**src/include/panel_cfg.svh**
```systemverilog
`ifndef PANEL_CFG_SVH
`define PANEL_CFG_SVH

// ~~~~~~~~~~~~~~~~~~~~~~~~~~~~~~~~~~~~~~~~~~~~~~~~~~~~~~~~~~~~~~~~~~~~~~~~~~~~
// Strobe rates in selected_clk cycles
// ~~~~~~~~~~~~~~~~~~~~~~~~~~~~~~~~~~~~~~~~~~~~~~~~~~~~~~~~~~~~~~~~~~~~~~~~~~~~
`define SCAN_DIV    4       // One digit step
`define SAMPLE_DIV  40      // Input sample, a decade above the scan

// ~~~~~~~~~~~~~~~~~~~~~~~~~~~~~~~~~~~~~~~~~~~~~~~~~~~~~~~~~~~~~~~~~~~~~~~~~~~~
// Buttons and switches
// ~~~~~~~~~~~~~~~~~~~~~~~~~~~~~~~~~~~~~~~~~~~~~~~~~~~~~~~~~~~~~~~~~~~~~~~~~~~~
`define RESET_HOLD  3       // Samples with centre and down held
`define BTN_C       0       // Centre button bit
`define BTN_D       1       // Down button bit
`define VIEW_HI     7       // View code field in the switches
`define VIEW_LO     4

// ~~~~~~~~~~~~~~~~~~~~~~~~~~~~~~~~~~~~~~~~~~~~~~~~~~~~~~~~~~~~~~~~~~~~~~~~~~~~
// Display
// ~~~~~~~~~~~~~~~~~~~~~~~~~~~~~~~~~~~~~~~~~~~~~~~~~~~~~~~~~~~~~~~~~~~~~~~~~~~~
`define DIGITS      8

`endif

```
**src/hdl/panelPkg.sv**
```systemverilog
package panelPkg;

   typedef logic [31:0] wordT;          // Port or view word
   typedef logic [3:0]  viewSelT;       // View code from the switches
   typedef logic [7:0]  segT;           // Active low, dp in bit 7
   typedef logic [2:0]  digitIdxT;

   // Display view codes, most of them live inside the CPU
   typedef enum viewSelT
   {
      PortA      = 4'd0,
      PortB      = 4'd1,
      PortC      = 4'd2,
      PortD      = 4'd3,
      CycleCount = 4'd4,
      AutoReload = 4'd5,
      Timer      = 4'd6,
      Counter    = 4'd7,
      TestOut    = 4'd8,
      TestReg    = 4'd9,
      Direct     = 4'd10,
      Spare      = 4'd11,
      Irqs       = 4'd12,
      MemIn      = 4'd13,
      MemOut     = 4'd14,
      Address    = 4'd15
   } viewE;

endpackage

```
**src/hdl/boardPanel.sv**
```systemverilog
`timescale 1ns/10ps
`include "panel_cfg.svh"

module boardPanel
(
   input  logic               selected_clk,
   input  logic               res,
   input  logic [4:0]         btn,
   input  logic [15:0]        sw,
   input  panelPkg::wordT     portA,
   input  panelPkg::wordT     portB,
   input  panelPkg::wordT     portC,
   input  panelPkg::wordT     portD,
   output logic [15:0]        leds,
   output panelPkg::segT      seg,
   output logic [`DIGITS-1:0] an
);

   logic              scanTick;
   logic              sampleTick;
   logic [15:0]       swQ;
   logic              panelRes;
   logic              dispRes;
   panelPkg::viewSelT viewSel;
   logic              direct;
   panelPkg::wordT    viewWord;

   assign dispRes = res | panelRes;             // Button reset only clears the counter view

   // ~~~~~~~~~~~~~~~~~~~~~~~~~~~~~~~~~~~~~~~~~~~~~~~~~~~~~~~~~~~~~~~~~~~~~~~~~
   // Timing and inputs
   // ~~~~~~~~~~~~~~~~~~~~~~~~~~~~~~~~~~~~~~~~~~~~~~~~~~~~~~~~~~~~~~~~~~~~~~~~~
   tickGen tickGen_inst
   (
      .selected_clk (selected_clk),
      .res          (res),
      .scanTick     (scanTick),
      .sampleTick   (sampleTick)
   );

   inputSampler inputSampler_inst
   (
      .selected_clk (selected_clk),
      .res          (res),
      .sampleTick   (sampleTick),
      .btn          (btn),
      .sw           (sw),
      .btnQ         (),                         // Feeds the CPU input port
      .swQ          (swQ),
      .panelRes     (panelRes)
   );

   // ~~~~~~~~~~~~~~~~~~~~~~~~~~~~~~~~~~~~~~~~~~~~~~~~~~~~~~~~~~~~~~~~~~~~~~~~~
   // Display path
   // ~~~~~~~~~~~~~~~~~~~~~~~~~~~~~~~~~~~~~~~~~~~~~~~~~~~~~~~~~~~~~~~~~~~~~~~~~
   panelRegs panelRegs_inst
   (
      .selected_clk (selected_clk),
      .res          (res),
      .swQ          (swQ),
      .viewSel      (viewSel),
      .direct       (direct)
   );

   displaySource displaySource_inst
   (
      .selected_clk (selected_clk),
      .res          (dispRes),
      .portA        (portA),
      .portB        (portB),
      .portC        (portC),
      .portD        (portD),
      .viewSel      (viewSel),
      .viewWord     (viewWord)
   );

   segScan segScan_inst
   (
      .selected_clk (selected_clk),
      .res          (res),
      .scanTick     (scanTick),
      .direct       (direct),
      .viewWord     (viewWord),
      .pixels       ({portD, portC}),
      .seg          (seg),
      .an           (an)
   );

   always_ff @(posedge selected_clk or posedge res)
   begin
      if (res)
         leds <= '0;
      else
         leds <= portB[15:0];
   end

endmodule

```
**src/hdl/displaySource.sv**
```systemverilog
`timescale 1ns/10ps

module displaySource
(
   input  logic              selected_clk,
   input  logic              res,
   input  panelPkg::wordT    portA,
   input  panelPkg::wordT    portB,
   input  panelPkg::wordT    portC,
   input  panelPkg::wordT    portD,
   input  panelPkg::viewSelT viewSel,
   output panelPkg::wordT    viewWord
);

   panelPkg::wordT cycleCount;

   // ~~~~~~~~~~~~~~~~~~~~~~~~~~~~~~~~~~~~~~~~~~~~~~~~~~~~~~~~~~~~~~~~~~~~~~~~~
   // Free-running cycle counter
   // ~~~~~~~~~~~~~~~~~~~~~~~~~~~~~~~~~~~~~~~~~~~~~~~~~~~~~~~~~~~~~~~~~~~~~~~~~
   always_ff @(posedge selected_clk or posedge res)
   begin
      if (res)
         cycleCount <= '0;
      else
         cycleCount <= cycleCount + 1'b1;
   end

   // ~~~~~~~~~~~~~~~~~~~~~~~~~~~~~~~~~~~~~~~~~~~~~~~~~~~~~~~~~~~~~~~~~~~~~~~~~
   // View multiplexer
   // ~~~~~~~~~~~~~~~~~~~~~~~~~~~~~~~~~~~~~~~~~~~~~~~~~~~~~~~~~~~~~~~~~~~~~~~~~
   always_comb
   begin
      case (viewSel)
         panelPkg::PortA:
            viewWord = portA;
         panelPkg::PortB:
            viewWord = portB;
         panelPkg::PortC:
            viewWord = portC;
         panelPkg::PortD:
            viewWord = portD;
         panelPkg::CycleCount:
            viewWord = cycleCount;
         default:
            viewWord = '0;                      // CPU-internal views and direct mode
      endcase
   end

endmodule

```
**src/hdl/inputSampler.sv**
```systemverilog
`timescale 1ns/10ps
`include "panel_cfg.svh"

module inputSampler
(
   input  logic        selected_clk,
   input  logic        res,
   input  logic        sampleTick,
   input  logic [4:0]  btn,
   input  logic [15:0] sw,
   output logic [4:0]  btnQ,
   output logic [15:0] swQ,
   output logic        panelRes
);

   localparam int HoldW = $clog2(`RESET_HOLD + 1);

   logic [HoldW-1:0] holdCnt;
   logic             sampled;           // btnQ is fresh this cycle
   logic             bothHeld;
   logic             holdDone;

   assign bothHeld = btnQ[`BTN_C] & btnQ[`BTN_D];
   assign holdDone = (holdCnt == HoldW'(`RESET_HOLD - 1));

   // ~~~~~~~~~~~~~~~~~~~~~~~~~~~~~~~~~~~~~~~~~~~~~~~~~~~~~~~~~~~~~~~~~~~~~~~~~
   // Slow sampling acts as the debounce
   // ~~~~~~~~~~~~~~~~~~~~~~~~~~~~~~~~~~~~~~~~~~~~~~~~~~~~~~~~~~~~~~~~~~~~~~~~~
   always_ff @(posedge selected_clk or posedge res)
   begin
      if (res)
      begin
         btnQ    <= '0;
         swQ     <= '0;
         sampled <= 1'b0;
      end
      else
      begin
         if (sampleTick)
         begin
            btnQ <= btn;
            swQ  <= sw;
         end
         sampled <= sampleTick;
      end
   end

   // Two-button hold counter that fires once per hold
   always_ff @(posedge selected_clk or posedge res)
   begin
      if (res)
      begin
         holdCnt  <= '0;
         panelRes <= 1'b0;
      end
      else
      begin
         panelRes <= 1'b0;
         if (sampled)
         begin
            if (!bothHeld)
               holdCnt <= '0;
            else if (holdCnt != HoldW'(`RESET_HOLD))
            begin
               holdCnt  <= holdCnt + 1'b1;
               panelRes <= holdDone;
            end
         end
      end
   end

   assert property (@(posedge selected_clk) disable iff (res) panelRes |=> !panelRes);

endmodule

```
**src/hdl/panelRegs.sv**
```systemverilog
`timescale 1ns/10ps
`include "panel_cfg.svh"

module panelRegs
(
   input  logic              selected_clk,
   input  logic              res,
   input  logic [15:0]       swQ,
   output panelPkg::viewSelT viewSel,
   output logic              direct
);

   // ~~~~~~~~~~~~~~~~~~~~~~~~~~~~~~~~~~~~~~~~~~~~~~~~~~~~~~~~~~~~~~~~~~~~~~~~~
   // Switch fields
   //   15..12  clock select, fixed in this build
   //   11..8   CPU test output select
   //   7..4    display view
   //   3..0    CPU test register select
   // ~~~~~~~~~~~~~~~~~~~~~~~~~~~~~~~~~~~~~~~~~~~~~~~~~~~~~~~~~~~~~~~~~~~~~~~~~

   panelPkg::viewSelT viewField;
   logic              isDirect;

   assign viewField = swQ[`VIEW_HI:`VIEW_LO];
   assign isDirect  = (viewField == panelPkg::Direct);   // Raw pixels from C and D

   always_ff @(posedge selected_clk or posedge res)
   begin
      if (res)
      begin
         viewSel <= panelPkg::PortA;
         direct  <= 1'b0;
      end
      else
      begin
         viewSel <= viewField;
         direct  <= isDirect;
      end
   end

endmodule

```
**src/hdl/segScan.sv**
```systemverilog
`timescale 1ns/10ps
`include "panel_cfg.svh"

module segScan
(
   input  logic                 selected_clk,
   input  logic                 res,
   input  logic                 scanTick,
   input  logic                 direct,
   input  panelPkg::wordT       viewWord,
   input  logic [8*`DIGITS-1:0] pixels,
   output panelPkg::segT        seg,
   output logic [`DIGITS-1:0]   an
);

   typedef logic [`DIGITS-1:0] anT;

   panelPkg::digitIdxT digitIdx;
   panelPkg::digitIdxT nextIdx;
   panelPkg::digitIdxT showIdx;         // Digit whose pattern is loaded now
   logic               scanning;
   logic [3:0]         nibble;
   panelPkg::segT      pattern;

   // Active low with segments a..g in bits 0..6 and dp off
   function automatic panelPkg::segT hexSeg(input logic [3:0] nib);
      panelPkg::segT s;
      case (nib)
         4'h0: s = 8'hC0;
         4'h1: s = 8'hF9;
         4'h2: s = 8'hA4;
         4'h3: s = 8'hB0;
         4'h4: s = 8'h99;
         4'h5: s = 8'h92;
         4'h6: s = 8'h82;
         4'h7: s = 8'hF8;
         4'h8: s = 8'h80;
         4'h9: s = 8'h90;
         4'hA: s = 8'h88;
         4'hB: s = 8'h83;
         4'hC: s = 8'hC6;
         4'hD: s = 8'hA1;
         4'hE: s = 8'h86;
         default: s = 8'h8E;
      endcase
      return s;
   endfunction

   // ~~~~~~~~~~~~~~~~~~~~~~~~~~~~~~~~~~~~~~~~~~~~~~~~~~~~~~~~~~~~~~~~~~~~~~~~~
   // Digit select and pattern source
   // ~~~~~~~~~~~~~~~~~~~~~~~~~~~~~~~~~~~~~~~~~~~~~~~~~~~~~~~~~~~~~~~~~~~~~~~~~
   assign nextIdx = (digitIdx == panelPkg::digitIdxT'(`DIGITS - 1)) ? '0 : digitIdx + 1'b1;
   assign showIdx = scanTick ? nextIdx : digitIdx;
   assign nibble  = viewWord[4*showIdx +: 4];
   assign pattern = direct ? pixels[8*showIdx +: 8] : hexSeg(nibble);

   always_ff @(posedge selected_clk or posedge res)
   begin
      if (res)
      begin
         digitIdx <= panelPkg::digitIdxT'(`DIGITS - 1);   // First step lands on digit 0
         scanning <= 1'b0;
         an       <= '1;
         seg      <= '1;
      end
      else
      begin
         if (scanTick)
         begin
            digitIdx <= nextIdx;
            scanning <= 1'b1;
            an       <= ~(anT'(1) << nextIdx);
         end
         if (scanning || scanTick)
            seg <= pattern;                     // Refreshed every cycle so port changes show
      end
   end

   // Never two digits lit together
   assert property (@(posedge selected_clk) disable iff (res) $countones(~an) <= 1);

endmodule

```
**src/hdl/tickGen.sv**
```systemverilog
`timescale 1ns/10ps
`include "panel_cfg.svh"

module tickGen
(
   input  logic selected_clk,
   input  logic res,
   output logic scanTick,
   output logic sampleTick
);

   localparam int Ratio  = `SAMPLE_DIV / `SCAN_DIV;
   localparam int ScanW  = $clog2(`SCAN_DIV);
   localparam int RatioW = $clog2(Ratio);

   logic [ScanW-1:0]  scanCnt;
   logic [RatioW-1:0] ratioCnt;
   logic              scanWrap;
   logic              ratioWrap;

   assign scanWrap  = (scanCnt == ScanW'(`SCAN_DIV - 1));
   assign ratioWrap = (ratioCnt == RatioW'(Ratio - 1));

   // ~~~~~~~~~~~~~~~~~~~~~~~~~~~~~~~~~~~~~~~~~~~~~~~~~~~~~~~~~~~~~~~~~~~~~~~~~
   // Divider chain
   // ~~~~~~~~~~~~~~~~~~~~~~~~~~~~~~~~~~~~~~~~~~~~~~~~~~~~~~~~~~~~~~~~~~~~~~~~~
   always_ff @(posedge selected_clk or posedge res)
   begin
      if (res)
      begin
         scanCnt  <= '0;
         scanTick <= 1'b0;
      end
      else
      begin
         scanCnt  <= scanWrap ? '0 : scanCnt + 1'b1;
         scanTick <= scanWrap;
      end
   end

   always_ff @(posedge selected_clk or posedge res)
   begin
      if (res)
      begin
         ratioCnt   <= '0;
         sampleTick <= 1'b0;
      end
      else
      begin
         if (scanWrap)
            ratioCnt <= ratioWrap ? '0 : ratioCnt + 1'b1;   // Counts scan periods
         sampleTick <= scanWrap && ratioWrap;
      end
   end

   assert property (@(posedge selected_clk) disable iff (res) scanTick |=> !scanTick);
   assert property (@(posedge selected_clk) disable iff (res) sampleTick |=> !sampleTick);

endmodule

```
**config.mk**
```make
export PLATFORM = sky130hd
export DESIGN_NAME = boardPanel
export DESIGN_NICKNAME = d
export VERILOG_FILES = /design/src/hdl/panelPkg.sv /design/src/hdl/boardPanel.sv /design/src/hdl/displaySource.sv /design/src/hdl/inputSampler.sv /design/src/hdl/panelRegs.sv /design/src/hdl/segScan.sv /design/src/hdl/tickGen.sv
export VERILOG_INCLUDE_DIRS = /design/src /design/src/include
export SDC_FILE = /design/constraint.sdc
export NUM_CORES = 1
export LEC_CHECK = 0
export BUFFER_PORTS_ARGS = -buffer_cell sky130_fd_sc_hd__buf_4
export CAP_MARGIN = 20
export CELL_PAD_IN_SITES_DETAIL_PLACEMENT = 1
export CELL_PAD_IN_SITES_GLOBAL_PLACEMENT = 2
export CORE_AREA = 2 2 158 160
export DETAILED_ROUTE_END_ITERATION = 12
export DIE_AREA = 0 0 160 162
export PLACE_DENSITY_LB_ADDON = 0.1
export SLEW_MARGIN = 10
export SYNTH_ARGS = -nofsm -noshare
export SYNTH_HDL_FRONTEND = slang
export SYNTH_SLANG_ARGS = --single-unit
```
**constraint.sdc**
```tcl
create_clock -name selected_clk -period 5.9 [get_ports selected_clk]
set_input_delay 0.885 -clock selected_clk [delete_from_list [all_inputs] [get_ports selected_clk]]
set_output_delay 0.885 -clock selected_clk [all_outputs]
set_load 0.005 [all_outputs]
```
Yosys cells after proc, flatten, opt, wreduce, memory -nomap -nowiden
Memories as Yosys holds them, arrays and structs flattened.
Cells that the tools add are included.
{ "word_totals": {"ff_bits": 95, "romBits": 112, "inputBits": 151, "out_inout_bits": 32, "elab_cells": 55, "mem_count": 1} }
{ "mem_list": {"columns": ["memory", "words", "width", "read_ports", "rd_clocked_by_memory_dff", "write_ports", "line_no", "text"], "rows": [
  ["(no name shown)", 16, 7, 1, 0, 0, "segScan.sv:28", "case (nib)"]
]} }
{ "classes": {"n_addsub": 5, "n_eq_ne": 11, "n_shift": 3, "muxes": 11, "bitwise": 3, "reduce_logical": 4} }
{ "op_table": {"columns": ["cell", "count"], "rows": [
  ["$pmux W32 S5", 1],
  ["$shiftx A64 B7 Y8", 1],
  ["$add A32 B1 Y32 const B", 1],
  ["$shiftx A32 B6 Y4", 1],
  ["$eq A4 B2 Y1 const B", 2],
  ["$eq A4 B4 Y1 const B", 2],
  ["$mux W8", 1],
  ["$not A8 Y8", 1],
  ["$shl A1 B3 Y8 const A", 1],
  ["$mux W2", 3],
  ["$mux W3", 2],
  ["$add A2 B1 Y2 const B", 2],
  ["$add A4 B1 Y4 const B", 1],
  ["$eq A2 B2 Y1 const B", 2],
  ["$eq A4 B1 Y1 const B", 1],
  ["$eq A4 B3 Y1 const B", 1],
  ["$logic_not A4 Y1", 1],
  ["$mux W4", 1],
  ["$ne A2 B2 Y1 const B", 2],
  ["$add A3 B1 Y3 const B", 1],
  ["$eq A3 B3 Y1 const B", 1],
  ["$mux W1", 3],
  ["$reduce_and A2 Y1", 1],
  ["$and A1 B1 Y1", 1],
  ["other kinds (3)", 3]
]} }

Depth between registers and ports, before layout
An unclocked memory read counts as a cell.
{ "logic_depth": {"word_depth": 6, "ltp_mapped": 17, "mapped_depth_nobuf": 14} }

Hierarchy
From an unflattened synthesis, not the netlist that was laid out.
{ "hier_totals": {"hier_cells": 600, "area_unflattened_um2": 6429.9} }
{ "by_module_without_submodules": {"columns": ["mod", "instances", "cells_each", "area_per_inst_um2", "seq_area_each_um2"], "rows": [
  ["segScan", 1, 255, 2284.7, 524.3],
  ["displaySource", 1, 236, 2230.9, 800.8],
  ["inputSampler", 1, 60, 1049.8, 625.6],
  ["boardPanel", 1, 18, 410.4, 400.4],
  ["tickGen", 1, 24, 312.8, 200.2],
  ["panelRegs", 1, 7, 141.4, 125.1]
]} }

Worst setup path before layout
Ideal clock, no wire load.
{ "synth_timing": {"path_kind": "register to register", "start": "register segScan_inst.digitIdx[0]", "end": "register segScan_inst.seg[3]", "setup_ps": 87, "t_arrival_ps": 3302, "required_ps": 5813, "setup_slack_ps": 2511, "path_stages_with_launch": 17, "path_buffers": 3, "period_less_slack_ps": 3389, "path_cell_list": "dfstp_2 -> ha_1 -> ha_1 -> or3b_1 -> and2_1 -> buf_6 -> clkinv_1 -> buf_2 -> buf_2 -> a211oi_1 -> a311o_1 -> o31ai_1 -> inv_1 -> ha_1 -> mux2_1 -> mux2i_1 -> a21oi_1"} }
{ "synth_between": {"elab_chain_len": 6, "word_cells_on_any_way": 8, "cone_classes": "add/sub: 1; eq/ne: 1; shift: 2; mux: 3; memory: 1"} }
{ "synth_rtl": {"columns": ["item", "line_no", "text"], "rows": [
  ["from (decl)", "segScan.sv:18", "panelPkg::digitIdxT digitIdx;"],
  ["from (signal assigned)", "segScan.sv:61", "digitIdx <= panelPkg::digitIdxT'(`DIGITS - 1);"],
  ["from (signal assigned)", "segScan.sv:70", "digitIdx <= nextIdx;"],
  ["$add A3 B1 Y3 or $eq A3 B3 Y1 (tied branches)", "segScan.sv:52", "assign nextIdx = (digitIdx == panelPkg::digitIdxT'(`DIGITS - 1)) ? '0 : digitIdx + 1'b1;"],
  ["$mux W3", "segScan.sv:52", null],
  ["$mux W3 *", null, null],
  ["$shiftx A32 B6 Y4", "segScan.sv:54", "assign nibble = viewWord[4*showIdx +: 4];"],
  ["$mem_v2 Z16 W7", null, null],
  ["$mux W8 *", "segScan.sv:55", "assign pattern = direct ? pixels[8*showIdx +: 8] : hexSeg(nibble);"],
  ["to (signal assigned)", "segScan.sv:75", "seg <= pattern;"],
  ["to (decl)", "segScan.sv:12", "output panelPkg::segT seg,"]
]} }
Mark *: on every way between the ends. The rest lies on a longest branch, timed or not.
A chain may end at the register's enable or synchronous reset.

Final worst setup path
Ends and elaborated chain as after synthesis.

==> results.yml <==
outcome:
  status: "completed"
layout:
  mostFrequentLayoutCells: "buf_4, nand2_1, dfrtp_1"
  final_common_cell: "buf_4"
  post_route_cells_drive_above_1_share_pct: 31.9
  stdcell_area_um2: 7800
  finalNetCount: 956
  n_antenna_cell: 0
  syn_to_final_growth_pct: 30.4
critical_path:
  critPathLaunchType: "flip-flop"
  criticalPathCategory: "reg -> reg"
  critical-path-max-stage-delay_ns: 0.78
  path_cells: "ha_1 -> ha_1 -> or3b_1 -> and2_1 -> clkinv_1 -> a2111oi_0 -> a311oi_1 -> o31ai_1 -> inv_1 -> ha_1 -> mux2_1 -> mux2i_1 -> a21oi_1"
  worstPathRequired_ns: 6.17
  arrival_ns: 4.88
  cp_common_cell: "ha_1"
  reg2reg_to: "segScan_inst.seg[3]"
  r2r_setup_slack_ns: 1.28
  critPathMaxFanout: 25
  slowest_stage: "o31ai_1"
  reg2regPathDepth: 13
  end_kind: "flip-flop"
  timing.rr.start: "segScan_inst.digitIdx[0]"
yosys:
  syn_area_um2: 5980
  ys_seq_elements: 91
  synth_ff_type: "dfrtp_1"
  ys_warn_count: 0
  ys_seq_area_share_pct: 38.5
  syn_area_per_cell_um2: 9.38
  synthCells: 637
  ys_async_sr_fraction_pct: 100
  ys_types: 71
  synth_edf_count: 0
  synth_fp_nets: 805
sta:
  rsz0062_at_grt: "no"
  min_period_ns: 4.62
  worst_slew_pin_slew_ns: 1.00
  finalSetupViolCount: 0
  fmaxAchievable_mhz: 217
  max_slew_margin_pct: 32.9
  hold_viol_final: 0
  drv_slew: 0
  setup_tns_ns: 0
  period_share_pct: 78.3
  fin_worst_skew_ns: 0.00637
cts:
  clk_latency_ns: 0.35
  clock-sinks: 91
  tritoncts: "built"
  postCtsHoldBufs: 0
  cts_resized: 0
  root_buffer: "clkbuf_16"
  cts_max_path_buffers: 2
  cts-buffers-inserted: 9
  cts_setup_buffers: 0
  cts.reportedPaths.clkPinSlew_ns: 0.07
  htree_levels: 3
die:
  die_h_um: 162
  dieArea_um2: 25900
  fp.dieW_um: 160
  rows: 57
  start_util_pct: 24.8
  core_um2: 24100
  io_pins: 183
grt:
  grt_max_degree: 60
  grt_pass1_wl_mm: 37.3
  grt_overflow: 0
  grt_antenna_before_repair: 1
  grt_pass1_vias: 6106
  grt_usage_pct: 19.0
route:
  drt-total-wl_mm: 24.5
  via_count: 5601
  post-route-drc-count: 0
  drt.antenna.violating_nets: 0
  vias_per_cell: 5.01
  drtPass1Iterations: 7
  post_drt_wl_per_cell_um: 21.9
  drtIter0Drc: 305
worst_hold_path:
  hold_depth: 0
  min_to: "panelRegs_inst.viewSel[3]"
  min_from: "inputSampler_inst.swQ[7]"
  hp-class: "reg -> reg"
pwr:
  p_total_uw: 1510
  p_leak_uw: 0.00348
  p_per_area_nw_per_um2: 193
  vdd_drop_max_v: 0.000123
placement:
  gp_congestion: 0.831
  hpwl_mm: 19.2
  port_buffers: 167
  placed_area_um2: 7480
job:
  drv_cap: 0
-- stage by stage --
| stage | utilization (%) | instances | setup slack (ns) | hold slack (ns) |
|---|---|---|---|---|
| after CTS | 32.3 | 1115 | 1.22 | 0.405 |
| after floorplan | - | 637 | 2.51 | 0.352 |
| after global routing | 32.3 | 1117 | 0.792 | 0.429 |
| after global placement | 31.0 | 1099 | 1.49 | 0.379 |
| final | 32.3 | 1117 | 1.28 | 0.404 |
| after detailed placement | 31.0 | 1099 | 1.27 | 0.386 |
-- worst max-delay path, delay by kind of cell, from the launching register on --
kind / cells / cell delay, ns
muxes: 2 / 0.47
and+or+nand+nor: 2 / 0.27
adders and majority gates: 3 / 0.71
DFF: 1 / 0.60
buffers and inverters: 2 / 0.84
AOI/OAI and AO/OA: 4 / 1.63
-- synth_stat cells, drive strengths merged, types with 17 or more instances --
| library cell | n | area share, % |
|---|---|---|
| inv | 18 | 1.2 |
| a21oi | 23 | 1.9 |
| nor2 | 32 | 2.1 |
| mux2 | 22 | 4.1 |
| dfrtp | 72 | 30 |
| nand2 | 93 | 5.8 |
| xnor2 | 23 | 3.4 |
| dfstp | 19 | 8.4 |
| mux2i | 43 | 7.2 |
| buf | 30 | 3.5 |
| nand3 | 51 | 4.3 |
| ha | 17 | 3.6 |
-- routing by layer --
| metal | share of wire [%] | track usage [%] |
|---|---|---|
| met1 | 45 | 24.9 |
| met2 | 47 | 32.1 |
| met3 | 5.9 | 4.24 |
| met4 | 1.5 | 4.42 |
| met5 | 0.065 | 0 |
-- kinds of logic (layout without fill, tap and decap cells) --
logic type | count (synthesis) | in the layout | share of synthesized area, %
xor gates and xnor gates | 32 | 32 | 4.69
buffers and inverters | 60 | 216 | 5.42
AOI/OAI and AO/OA | 134 | 134 | 16.2
muxes | 65 | 65 | 11.3
and+or+nand+nor | 238 | 238 | 20.3
DFF | 91 | 91 | 38.5
adders and majority gates | 17 | 17 | 3.56
-- power by group --
part	switching, uW	internal (uW)	total [uW]
clock network	265	342	608
logic	119	124	243
registers	13.8	643	657
total	398	1110	1510
-- cell type report --
class	count	area (um2)
tap	324	405
inverter	19	73.8
sequential	91	2300
clock inverter	5	60.1
multi-input combinational	486	3360
timing repair buffer	181	1360
clock buffer	11	243
fill	2826	16300
-- state kept, by name (all words and copies together) (netlist names) --
name / flops
inputSampler_inst.holdCnt: 2
leds: 16
segScan_inst.seg: 8
panelRegs_inst.direct: 1
segScan_inst.digitIdx: 3
tickGen_inst.scanCnt: 2
panelRegs_inst.viewSel: 4
displaySource_inst.cycleCount: 32
inputSampler_inst.sampled: 1
tickGen_inst.scanTick: 1
segScan_inst.an: 8
inputSampler_inst.panelRes: 1
inputSampler_inst.btnQ: 2
inputSampler_inst.swQ: 4
segScan_inst.scanning: 1
tickGen_inst.sampleTick: 1
tickGen_inst.ratioCnt: 4
-- how the worst max path moves through the flow --
| stage | startpoint | end | slack, ns | cells after the start |
|---|---|---|---|---|
| finish | segScan_inst.digitIdx[0] | segScan_inst.seg[3] | 1.28 | 13 |
| global route | segScan_inst.digitIdx[0] | segScan_inst.seg[3] | 0.79 | 13 |
| CTS | segScan_inst.digitIdx[0] | segScan_inst.seg[3] | 1.22 | 13 |
| detailed placement | segScan_inst.digitIdx[0] | segScan_inst.seg[3] | 1.27 | 13 |
| global placement | segScan_inst.digitIdx[0] | segScan_inst.seg[3] | 1.49 | 13 |
| floorplan | segScan_inst.digitIdx[0] | segScan_inst.seg[3] | 2.51 | 16 |
(Power assumes the default switching activity.)
